## src/rom_load_pkg.sv

```systemverilog
// sizes, header byte map, region offsets and decryption constants
// region enum plus the header and programming request structs
package rom_load_pkg;

    localparam int byte_aw   = 25; // download byte address
    localparam int prog_aw   = 12; // programming word address
    localparam int eeprom_aw = 7;

    // header byte map
    localparam logic [byte_aw-1:0] start_bytes = 25'd8;
    localparam logic [byte_aw-1:0] cfg_first   = 25'd8;
    localparam logic [byte_aw-1:0] cfg_last    = 25'd39;
    localparam logic [byte_aw-1:0] cfg_byte    = 25'd39; // bit 7 decrypt, bit 6 key
    localparam logic [byte_aw-1:0] key_first   = 25'd48;
    localparam logic [byte_aw-1:0] key_last    = 25'd58;
    localparam logic [byte_aw-1:0] bulk_start  = 25'd64;

    // word offsets of each region in the programming space
    localparam logic [prog_aw-1:0] cpu_off = 12'd0;
    localparam logic [prog_aw-1:0] snd_off = 12'd1024;
    localparam logic [prog_aw-1:0] pcm_off = 12'd2048;
    localparam logic [prog_aw-1:0] gfx_off = 12'd3072;

    typedef struct packed {
        logic [7:0]      on_clear; // constant applies when the data bit is 0
        logic [7:0][7:0] xor_val;  // one constant per data bit
    } decrypt_table_t;

    // cpu byte scramble, index 7 first
    localparam decrypt_table_t decrypt_table = '{
        on_clear: 8'b1000_1000,
        xor_val:  {8'h88, 8'h08, 8'h06, 8'h40, 8'h50, 8'h01, 8'h21, 8'h04}
    };

    typedef enum logic [2:0] {
        rgn_cpu,
        rgn_snd,
        rgn_pcm,
        rgn_gfx,
        rgn_dsp
    } rom_region_e;

    // region starts in 1 KB units, snd in the low bits
    typedef struct packed {
        logic [15:0] dsp;
        logic [15:0] gfx;
        logic [15:0] pcm;
        logic [15:0] snd;
    } region_starts_t;

    typedef struct packed {
        logic [prog_aw-1:0] addr;
        logic [7:0]         data;
        logic [1:0]         mask;    // active low byte lanes
        logic [1:0]         bank;
        logic               is_prog; // bulk byte for sdram
        logic               is_dsp;  // bulk byte for the dsp rom
    } prog_req_t;

endpackage

```

## src/eeprom_dump_bridge.sv

```systemverilog
// eeprom dump bridge, bytes in to 16-bit words
// and stored words back out as bytes
`timescale 1ns/100ps

module eeprom_dump_bridge (
    input  logic                           clk,
    input  logic                           reset,
    input  logic                           ioctl_wr,
    input  logic                           ioctl_ram,
    input  logic [rom_load_pkg::eeprom_aw:0] ioctl_addr,
    input  logic [7:0]                     ioctl_data,
    input  logic [15:0]                    dump_dout,
    output logic [15:0]                    dump_din,
    output logic [rom_load_pkg::eeprom_aw-1:0] dump_addr,
    output logic                           dump_we,
    output logic [7:0]                     ioctl_data2sd
);
    import rom_load_pkg::*;

    logic ee_wr;

    assign ee_wr     = ioctl_wr && ioctl_ram;
    assign dump_addr = ioctl_addr[eeprom_aw:1]; // word address
    assign ioctl_data2sd = ioctl_addr[0] ? dump_dout[15:8] : dump_dout[7:0];

    always_ff @(posedge clk) begin
        if (reset) begin
            dump_we <= 1'b0;
        end else begin
            dump_we <= ee_wr;
        end
    end

    // odd byte to the upper half, even to the lower
    always_ff @(posedge clk) begin
        if (ee_wr && ioctl_addr[0]) dump_din[15:8] <= ioctl_data;
        if (ee_wr && !ioctl_addr[0]) dump_din[7:0] <= ioctl_data;
    end

endmodule

```

## src/rom_header_decode.sv

```systemverilog
// header decode for the rom download
// region starts, decryption flags, config and key loader strobes
`timescale 1ns/100ps

module rom_header_decode (
    input  logic                             clk,
    input  logic                             reset,
    input  logic                             ioctl_wr,
    input  logic                             ioctl_ram,
    input  logic [rom_load_pkg::byte_aw-1:0] ioctl_addr,
    input  logic [7:0]                       ioctl_data,
    input  logic                             downloading,
    output rom_load_pkg::region_starts_t     starts,
    output logic                             decrypt,
    output logic                             key_bit,
    output logic                             cfg_we,
    output logic                             kabuki_we
);
    import rom_load_pkg::*;

    logic       dl_wr;
    logic       in_start;
    logic       in_cfg;
    logic       in_key;
    logic [1:0] kabuki_sr; // two cycle pulse for the key loader

    assign dl_wr    = ioctl_wr && !ioctl_ram;
    assign in_start = ioctl_addr < start_bytes;
    assign in_cfg   = (ioctl_addr >= cfg_first) && (ioctl_addr <= cfg_last);
    assign in_key   = (ioctl_addr >= key_first) && (ioctl_addr <= key_last);

    assign kabuki_we = kabuki_sr[0];

    // little endian byte shift into the starts word
    always_ff @(posedge clk) begin
        if (reset) begin
            starts <= '0;
        end else if (dl_wr && in_start) begin
            starts <= {ioctl_data, starts[63:8]};
        end
    end

    always_ff @(posedge clk) begin
        if (reset) begin
            decrypt <= 1'b0;
        end else if (dl_wr && ioctl_addr == cfg_byte) begin
            decrypt <= ioctl_data[7];
        end else if (!downloading) begin
            decrypt <= 1'b0; // flag only lives for one download
        end
    end

    // key bit picks the byte parity that gets decrypted
    always_ff @(posedge clk) begin
        if (dl_wr && ioctl_addr == cfg_byte) begin
            key_bit <= ioctl_data[6];
        end
    end

    always_ff @(posedge clk) begin
        if (reset) begin
            cfg_we <= 1'b0;
        end else begin
            cfg_we <= dl_wr && in_cfg;
        end
    end

    always_ff @(posedge clk) begin
        if (reset) begin
            kabuki_sr <= 2'b00;
        end else if (dl_wr && in_key) begin
            kabuki_sr <= 2'b11;
        end else begin
            kabuki_sr <= {1'b0, kabuki_sr[1]};
        end
    end

endmodule

```

## src/rom_loader_top.sv

```systemverilog
// rom download path top level
// header decode, region map, sdram writer and eeprom bridge
`timescale 1ns/100ps

module rom_loader_top (
    input  logic                               clk,
    input  logic                               reset,
    input  logic                               downloading,
    input  logic [rom_load_pkg::byte_aw-1:0]   ioctl_addr,
    input  logic [7:0]                         ioctl_data,
    input  logic                               ioctl_wr,
    input  logic                               ioctl_ram,
    output logic [7:0]                         ioctl_data2sd,
    output logic [rom_load_pkg::prog_aw-1:0]   prog_addr,
    output logic [15:0]                        prog_data,
    output logic [1:0]                         prog_mask,
    output logic [1:0]                         prog_ba,
    output logic                               prog_we,
    output logic                               prom_we,
    input  logic                               prog_rdy,
    output logic                               cfg_we,
    output logic                               kabuki_we,
    output logic                               busy,
    output logic [15:0]                        dump_din,
    input  logic [15:0]                        dump_dout,
    output logic [rom_load_pkg::eeprom_aw-1:0] dump_addr,
    output logic                               dump_we
);
    import rom_load_pkg::*;

    region_starts_t starts;
    logic           decrypt;
    logic           key_bit;
    prog_req_t      req;

    rom_header_decode u_header (
        .clk, .reset, .ioctl_wr, .ioctl_ram, .ioctl_addr, .ioctl_data,
        .downloading, .starts, .decrypt, .key_bit, .cfg_we, .kabuki_we
    );

    rom_region_map u_map (
        .ioctl_addr, .ioctl_data, .starts, .decrypt, .key_bit, .req
    );

    sdram_prog_writer u_writer (
        .clk, .reset, .ioctl_wr, .ioctl_ram, .downloading, .req, .prog_rdy,
        .prog_addr, .prog_data, .prog_mask, .prog_ba, .prog_we, .prom_we, .busy
    );

    // only the low address bits reach the eeprom
    eeprom_dump_bridge u_dump (
        .clk,
        .reset,
        .ioctl_wr,
        .ioctl_ram,
        .ioctl_addr    (ioctl_addr[eeprom_aw:0]),
        .ioctl_data,
        .dump_dout,
        .dump_din,
        .dump_addr,
        .dump_we,
        .ioctl_data2sd
    );

endmodule

```

## src/rom_region_map.sv

```systemverilog
// bulk byte classification into rom regions
// word address, bank, lane mask and cpu byte decryption
`timescale 1ns/100ps

module rom_region_map (
    input  logic [rom_load_pkg::byte_aw-1:0] ioctl_addr,
    input  logic [7:0]                       ioctl_data,
    input  rom_load_pkg::region_starts_t     starts,
    input  logic                             decrypt,
    input  logic                             key_bit,
    output rom_load_pkg::prog_req_t          req
);
    import rom_load_pkg::*;

    logic [byte_aw-1:0] bulk_off;  // byte offset past the header
    logic [15:0]        kb_idx;    // 1 KB index of the bulk byte
    logic               is_bulk;
    rom_region_e        region;
    logic [15:0]        rgn_start;
    logic [prog_aw-1:0] rgn_off;
    logic [byte_aw-1:0] rel_off;   // byte offset inside the region
    logic               do_dec;
    logic [7:0]         dec_data;

    assign bulk_off = ioctl_addr - bulk_start;
    assign is_bulk  = ioctl_addr >= bulk_start;
    assign kb_idx   = {1'b0, bulk_off[byte_aw-1:10]};

    always_comb begin
        if (kb_idx < starts.snd) begin
            region = rgn_cpu;
        end else if (kb_idx < starts.pcm) begin
            region = rgn_snd;
        end else if (kb_idx < starts.gfx) begin
            region = rgn_pcm;
        end else if (kb_idx < starts.dsp) begin
            region = rgn_gfx;
        end else begin
            region = rgn_dsp;
        end
    end

    // cpu and dsp both count from the start of the bulk data
    always_comb begin
        case (region)
            rgn_snd: begin
                rgn_start = starts.snd;
                rgn_off   = snd_off;
            end
            rgn_pcm: begin
                rgn_start = starts.pcm;
                rgn_off   = pcm_off;
            end
            rgn_gfx: begin
                rgn_start = starts.gfx;
                rgn_off   = gfx_off;
            end
            rgn_cpu: begin
                rgn_start = 16'd0;
                rgn_off   = cpu_off;
            end
            default: begin
                rgn_start = 16'd0;
                rgn_off   = '0;
            end
        endcase
    end

    assign rel_off = bulk_off - {rgn_start[byte_aw-11:0], 10'd0};

    // keyed parity bytes in the upper half of the cpu rom
    assign do_dec = is_bulk && region == rgn_cpu && decrypt &&
                    bulk_off[19] && (bulk_off[0] ^ key_bit);

    always_comb begin
        dec_data = 8'h00;
        for (int i = 0; i < 8; i++) begin
            if (ioctl_data[i] ^ decrypt_table.on_clear[i]) begin
                dec_data = dec_data ^ decrypt_table.xor_val[i];
            end
        end
    end

    always_comb begin
        req.addr    = rel_off[prog_aw:1] + rgn_off;
        req.data    = do_dec ? dec_data : ioctl_data;
        req.mask    = bulk_off[0] ? 2'b01 : 2'b10; // even byte goes low lane
        req.is_prog = is_bulk && region != rgn_dsp;
        req.is_dsp  = is_bulk && region == rgn_dsp;
        case (region)
            rgn_cpu: req.bank = 2'd3;
            rgn_gfx: req.bank = 2'd2;
            default: req.bank = 2'd1;
        endcase
    end

endmodule

```

## src/sdram_prog_writer.sv

```systemverilog
// sdram programming port writer
// holds each write until prog_rdy, clears the space after download
`timescale 1ns/100ps

module sdram_prog_writer (
    input  logic                             clk,
    input  logic                             reset,
    input  logic                             ioctl_wr,
    input  logic                             ioctl_ram,
    input  logic                             downloading,
    input  rom_load_pkg::prog_req_t          req,
    input  logic                             prog_rdy,
    output logic [rom_load_pkg::prog_aw-1:0] prog_addr,
    output logic [15:0]                      prog_data,
    output logic [1:0]                       prog_mask,
    output logic [1:0]                       prog_ba,
    output logic                             prog_we,
    output logic                             prom_we,
    output logic                             busy
);
    import rom_load_pkg::*;

    logic       dl_seen;   // a download write happened
    logic       clr_ram;   // clear sweep running
    logic [7:0] data_q;
    logic       load_req;
    logic       start_clr;
    logic       clr_done;
    logic       clr_step;

    assign load_req  = ioctl_wr && !ioctl_ram;
    assign start_clr = !load_req && !clr_ram && !downloading && dl_seen;
    assign clr_done  = clr_ram && prog_we && prog_rdy;
    assign clr_step  = !load_req && clr_done && !(&prog_addr);

    assign prog_data = {2{data_q}};

    always_ff @(posedge clk) begin
        if (reset) begin
            prog_we <= 1'b0;
            prom_we <= 1'b0;
            busy    <= 1'b0;
            clr_ram <= 1'b0;
            dl_seen <= 1'b0;
        end else if (load_req) begin
            dl_seen <= 1'b1;
            clr_ram <= 1'b0;
            busy    <= 1'b1;
            prog_we <= req.is_prog;
            prom_we <= req.is_dsp; // any other write drops it
        end else if (clr_ram) begin
            if (clr_done) begin
                prog_we <= 1'b0;
                if (&prog_addr) begin
                    clr_ram <= 1'b0; // last word written
                    busy    <= 1'b0;
                end
            end else begin
                prog_we <= 1'b1;
            end
        end else begin
            if (!downloading || prog_rdy) prog_we <= 1'b0;
            if (!downloading) begin
                prom_we <= 1'b0;
                if (dl_seen) begin
                    clr_ram <= 1'b1;
                    prog_we <= 1'b1;
                    dl_seen <= 1'b0;
                end
            end
        end
    end

    // write payload, zeroed for the sweep
    always_ff @(posedge clk) begin
        if (load_req) begin
            prog_addr <= req.addr;
            data_q    <= req.data;
            prog_mask <= req.mask;
            prog_ba   <= req.bank;
        end else if (start_clr) begin
            prog_addr <= '0;
            data_q    <= 8'h00;
            prog_mask <= 2'b00; // both lanes
            prog_ba   <= 2'd0;
        end else if (clr_step) begin
            prog_addr <= prog_addr + 1'b1;
        end
    end

endmodule

```

## config.mk

```make
export PLATFORM = sky130hd
export DESIGN_NAME = rom_loader_top
export DESIGN_NICKNAME = d
export VERILOG_FILES = /design/src/rom_load_pkg.sv /design/src/eeprom_dump_bridge.sv /design/src/rom_header_decode.sv /design/src/rom_loader_top.sv /design/src/rom_region_map.sv /design/src/sdram_prog_writer.sv
export SDC_FILE = /design/constraint.sdc
export NUM_CORES = 1
export LEC_CHECK = 0
export BUFFER_PORTS_ARGS = -buffer_cell sky130_fd_sc_hd__buf_2
export CORE_MARGIN = 2
export CORE_UTILIZATION = 60
export CTS_BUF_LIST = sky130_fd_sc_hd__clkbuf_2 sky130_fd_sc_hd__clkbuf_4 sky130_fd_sc_hd__clkbuf_8
export CTS_CLUSTER_SIZE = 20
export DETAILED_ROUTE_END_ITERATION = 6
export PLACE_DENSITY = 0.89
export RECOVER_POWER = 25
export SYNTH_ARGS = -nofsm -noshare
export SYNTH_HDL_FRONTEND = slang
export SYNTH_SLANG_ARGS = --single-unit
```

## constraint.sdc

```tcl
create_clock -name clk -period 13.92 [get_ports clk]
set_input_delay 2.784 -clock clk [delete_from_list [all_inputs] [get_ports clk]]
set_output_delay 2.784 -clock clk [all_outputs]
set_load 0.03 [all_outputs]
```

==> results of run 1 <==
metal layers:
layer	track usage [%]	share of wire, %	vias up
met3	8.25	8.5	82
met2	49.7	48	338
li1	-	-	2823
met1	36.1	38	2701
met4	20.3	5.4	0
met5	0	0	-
sequential cells by signal, indices dropped and copies added (netlist names):
name and cells:
u_header.starts 64, u_dump.dump_din 16, u_writer.prog_addr 12, u_writer.data_q 8, u_header.kabuki_sr 2, u_writer.prog_ba 2, u_writer.prog_mask 2, u_dump.dump_we 1
u_header.cfg_we 1, u_header.decrypt 1, u_header.key_bit 1, u_writer.busy 1, u_writer.clr_ram 1, u_writer.dl_seen 1, u_writer.prog_we 1, u_writer.prom_we 1
layout by cell type, fill, tap and decap left out, types with 10 or more instances in the layout:
master / instances
a21oi_1: 86
and3_1: 10
buf_2: 108
clkbuf_1: 18
clkbuf_8: 17
dfxtp_1: 74
edfxtp_1: 41
ha_1: 62
inv_1: 67
nand2_1: 157
nand3_1: 12
nor2_1: 34
o21ai_0: 14
xnor2_1: 22
xor2_1: 12
layout make-up:
| cell class | count | area, um^2 | share of cell area (%) |
|---|---|---|---|
| antenna | 1 | 2.50 | 0.0328 |
| clock buffer | 18 | 241 | 3.16 |
| clock inverter | 14 | 201 | 2.64 |
| inverter | 67 | 251 | 3.29 |
| multi-input combinational | 535 | 3450 | 45.1 |
| sequential | 115 | 2710 | 35.5 |
| tap | 140 | 175 | 2.29 |
| timing repair buffer | 126 | 608 | 7.96 |
synth_stat cells (all sizes together) (8+ instances only):
master  instances  area (um^2)
o22ai           9         56.3
nand2         158          593
dfxtp          74         1480
o21ai          14         70.1
buf            24          156
and3           11         70.1
xnor2          22          193
nand3          12         60.1
ha             62          776
clkbuf         19         71.3
nor3            9         61.3
mux2            8         90.1
edfxtp         41         1230
nor2           34          128
a21oi          86          430
xor2           12          105
inv            67          251
stage by stage:
stage	total power, mW	hold slack [ps]	instance area [um^2]
after floorplan	0.444	426	6640
after global placement	0.477	435	7220
after detailed placement	0.481	441	7220
after CTS	0.827	458	7670
after global routing	0.853	470	7640
final	0.826	455	7640
cell families (layout without fill, tap and decap cells):
| group | count (synthesis) | count (layout) | share of synthesized area (%) |
|---|---|---|---|
| buffers and inverters | 110 | 225 | 7.22 |
| adders and majority gates | 63 | 63 | 12.0 |
| AOI/OAI and AO/OA | 155 | 155 | 14.2 |
| and+or+nand+nor | 270 | 270 | 19.2 |
| DFF | 115 | 115 | 40.9 |
| xor gates and xnor gates | 34 | 34 | 4.49 |
| other | 0 | 1 | 0 |
| muxes | 13 | 13 | 2.11 |
power breakdown:
part           internal, mW  switching [mW]  leakage [nW]
logic                0.0375          0.0753          1.63
clock network         0.199           0.150         0.218
registers             0.358         0.00556         0.987
total                 0.595           0.231          2.84
path summary, 6_finish.rpt:
check / endpoint / cells past startpoint / slack (ps)
setup / recovery: u_writer.prog_addr[11] / 22 / 5430
hold / removal: u_header.starts[3] / 2 / 450
setup reg to reg: u_writer.prog_addr[11] / 17 / 9160
hold reg to reg: u_header.starts[3] / 2 / 450
worst max-delay path, stage by stage:
cell,delay [ps]
buf_2,140
nor3_1,560
nand4b_1,260
nor3_1,290
nand2_1,130
or3_1,340
xnor2_1,440
ha_1,230
and3_1,200
or4b_2,610
o22ai_1,410
and4_1,350
a221o_1,170
ha_1,140
inv_1,50
fa_1,440
ha_1,230
xnor2_1,200
xnor2_1,120
and4_1,240
or2_2,270
o221ai_1,160
==> reports/summary.txt, run 1 <==
DRC Markers: 0
RSZ-0062 raised after global routing: no
DP Wirelength: 12400 um
Top FF cell, synth: dfxtp_1
die width: 109 um
synth warn: 0
Port Buffers: 123
clock tree buffer depth: 2
H-tree depth: 4
Max Fclk: 0.118 GHz
CTS Sinks: 115
drt first-iter violations: 510
largest net degree at the start of global routing: 74
sequential fraction of the synthesis area: 40.9%
Pleak: 2.84 nW
fraction of registers with async set/reset: 0%
global-route wire length before repair: 28100 um
Max-cap violations: 1
total grt overflow: 0
filler instances: 802
DR vias/cell: 5.85
crit share post-route: 61.0%
number of flops mapped to enable cells by yosys: 41
final setup margin: 5430 ps
initial core utilization: 61.5%
final core utilization: 70.8%
count of non-filler cells in the finished layout: 1016
beginning of the critical path: ioctl_addr[8]
die footprint: 0.0119 mm^2
Startpoint Class: input pin
area added between synthesis and finish: 15.1%
ratio of cells with drive above 1 in the final layout: 18.5%
clk root buf: clkbuf_8
endpoints failing hold: 0
Clk pin slew, worst setup/hold paths: 70 ps
Synth Net Count: 878
# placed instances: 983
hold buffers post-CTS: 0
worst reg2reg path startpoint: u_header.starts[23]
postcts setup bufs: 0
post-CTS resize count: 0
Detail Route Antenna Nets: 0
number of cell rows: 38
Final Net Count: 980
Core Region: 0.0108 mm^2
TNS Setup: 0 ps
status: complete, but fails checks
TritonCTS clock tree: done
Crit Path Class: in -> reg
Worst Hold Class: reg -> reg
Critical Path Sink Type: register
Avg Cell Area, Syn: 8.73 um^2
vias in the first global route: 5741
Pwr per Cell Area: 108 mW/mm^2
synth unique cells: 63
Worst slew margin: -115%
routed wire length: 17700 um
#FFs+latches synth: 115
final estimated routing congestion in global placement: 0.938
failing checks: max-capacitance violations, max-slew violations
crit-path max FO: 8
WL/cell: 17.4 um
CP arrival: 8770 ps
Setup Viol. Count Final: 0
Worst Hold Launch: u_header.starts[3]
initial antenna violation count: 1
total number of vias: 5944
drt first pass iters: 5
fin. max-slew vios: 74
die height: 109 um
Clk Latency, worst-skew pair: 460 ps
post-place setup slack: 5110 ps
minimum clock period after layout: 8490 ps
Req. time, crit path: 14200 ps
Mapped Area: 0.00664 mm^2
TritonCTS Buffers: 17
Synth Instances: 760
gr usage total: 30.9%
clock skew: 16.4 ps
Worst Tran Pin Value: 3220 ps
Peak VDD IR: 91.9 uV
I/O pin count: 124
(Power assumes the default switching activity.)
==> run 2: changes to the inputs <==
--- a/config.mk
+++ b/config.mk
@@ -7,11 +7,11 @@
 export LEC_CHECK = 0
 export BUFFER_PORTS_ARGS = -buffer_cell sky130_fd_sc_hd__buf_2
 export CORE_MARGIN = 2
-export CORE_UTILIZATION = 60
+export CORE_UTILIZATION = 58
 export CTS_BUF_LIST = sky130_fd_sc_hd__clkbuf_2 sky130_fd_sc_hd__clkbuf_4 sky130_fd_sc_hd__clkbuf_8
 export CTS_CLUSTER_SIZE = 20
 export DETAILED_ROUTE_END_ITERATION = 6
-export PLACE_DENSITY = 0.89
+export PLACE_DENSITY = 0.87
 export RECOVER_POWER = 25
 export SYNTH_ARGS = -nofsm -noshare
 export SYNTH_HDL_FRONTEND = slang
==> constraint.sdc (replaced) <==
create_clock -name clk -period 8.03 [get_ports clk]
set_input_delay 1.606 -clock clk [delete_from_list [all_inputs] [get_ports clk]]
set_output_delay 1.606 -clock clk [all_outputs]
set_load 0.03 [all_outputs]
==> run 2 against run 1 <==
  * Combinational power rose by 74%
  * Highest routed layer unchanged
  * The run ends with design-rule violations, max-capacitance violations, max-slew violations left
  * First-iteration DRC count is 13% higher
  * Largest cell class unchanged
  * Sequential share of layout area about the same
  * Core utilization decreased by 3.0 points
  * Critical path type unchanged
==> reports/summary.txt, run 2 (synthesized netlist as in run 1, its figures left out) <==
DP Wirelength: 12000 um
Setup Viol. Count Final: 0
CP arrival: 7340 ps
Max Fclk: 0.139 GHz
hold buffers post-CTS: 0
Clk Latency, worst-skew pair: 450 ps
Pleak: 2.84 nW
minimum clock period after layout: 7200 ps
Worst Hold Class: reg -> reg
max incr delay on CP: 620 ps
crit share post-route: 89.6%
Pwr per Cell Area: 182 mW/mm^2
Startpoint Class: input pin
Port Buffers: 123
Largest Register: u_header.starts
met2 routed WL: 8200 um
WL/cell: 16.6 um
Largest regs: u_header.starts x64, u_dump.dump_din x16, u_writer.prog_addr x12
CP max stage cell: or4b_2
initial antenna violation count: 0
drt first-iter violations: 577
gr usage total: 28.2%
number of cell rows: 39
total grt overflow: 0
I/O pin count: 124
Crit Path Class: in -> reg
die footprint: 0.0123 mm^2
largest net degree at the start of global routing: 74
Final Net Count: 984
Crit path max-delay family: simple AND/OR/NAND/NOR gates
Core Region: 0.0113 mm^2
crit-path max FO: 8
global-route wire length before repair: 27700 um
status: complete, but fails checks
WP buf/inv: 3
total power: 1.39 mW
RSZ-0062 raised after global routing: no
TritonCTS clock tree: done
Clk pin slew, worst setup/hold paths: 90 ps
die height: 111 um
commonest non-fill, non-tap cell in the layout: nand2_1
postcts setup bufs: 0
vias in the first global route: 5610
area added between synthesis and finish: 15.1%
final estimated routing congestion in global placement: 0.924
H-tree depth: 4
TNS Setup: 0 ps
CTS Sinks: 115
clock skew: 14.6 ps
Req. time, crit path: 8170 ps
antenna cells: 0
die width: 111 um
Worst slew margin: -114%
ratio of cells with drive above 1 in the final layout: 18.9%
crit-path cells: buf_2 > nor3_1 > buf_4 > nand4b_1 > nor3_1 > nand2_1 > or3_1 > xnor2_1 > ha_1 > and3_1 > or4b_2 > o22ai_1 > and4_1 > a221o_1 > ha_1 > inv_1 > fa_1 > ha_1 > xnor2_1 > xnor2_1 > and4_1 > o221ai_1 > o221ai_1
drt first pass iters: 7
Max-cap violations: 1
routed wire length: 17000 um
commonest cells after routing, fill and taps aside: nand2_1, buf_2, a21oi_1
TritonCTS Buffers: 17
filler instances: 864
DR vias/cell: 5.80
Detail Route Antenna Nets: 0
fin. max-slew vios: 74
total number of vias: 5932
Critical Path Sink Type: register
Met1 Wirelength: 6770 um
failing checks: design-rule violations, max-capacitance violations, max-slew violations
clock tree buffer depth: 2
clk root buf: clkbuf_8
post-CTS resize count: 0
met3 wire length: 1330 um
endpoints failing hold: 0
Peak VDD IR: 137 uV
Worst Tran Pin Value: 3210 ps
top sig layer: met4
DRC Markers: 1
max reg flops: 64
initial core utilization: 58.9%
## run 2: final timing paths
check	from	to	slack [ps]	depth (start not counted)
hold reg to reg	u_header.kabuki_sr[1]	u_header.kabuki_sr[0]	440	1
setup reg to reg	u_header.starts[21]	u_writer.prog_addr[11]	3220	18
setup / recovery	ioctl_addr[8]	u_writer.prog_addr[11]	830	23
hold / removal	u_header.kabuki_sr[1]	u_header.kabuki_sr[0]	440	1
## run 2: cell type report
class	instances	area, um^2	share of cell area [%]
clock buffer	18	241	3.16
clock inverter	14	166	2.18
inverter	67	251	3.29
multi-input combinational	535	3450	45.1
sequential	115	2710	35.5
tap	143	179	2.34
timing repair buffer	130	638	8.36
## run 2: power breakdown
group	leakage [nW]	internal, mW	switching, mW
sequential	0.987	0.620	0.00903
clock	0.205	0.289	0.273
combinational	1.65	0.0660	0.131
total	2.84	0.975	0.412
## run 2: per-stage QoR
| step | cells | cell area, um^2 | utilization, % | setup WS, ps | hold WS (ps) |
|---|---|---|---|---|---|
| after floorplan | 760 | 6640 | - | 1310 | 426 |
| after global placement | 990 | 7260 | 64.4 | 877 | 439 |
| after detailed placement | 990 | 7260 | 64.4 | 692 | 442 |
| after CTS | 1022 | 7670 | 68.0 | 969 | 446 |
| after global routing | 1022 | 7640 | 67.7 | 498 | 446 |
| final | 1022 | 7640 | 67.7 | 834 | 443 |
## run 2: per-layer routing
layer,vias to the layer above,GRT usage [%]
met4,0,15.0
met5,-,0
met1,2724,33.7
met2,316,47.2
li1,2832,-
met3,60,6.45
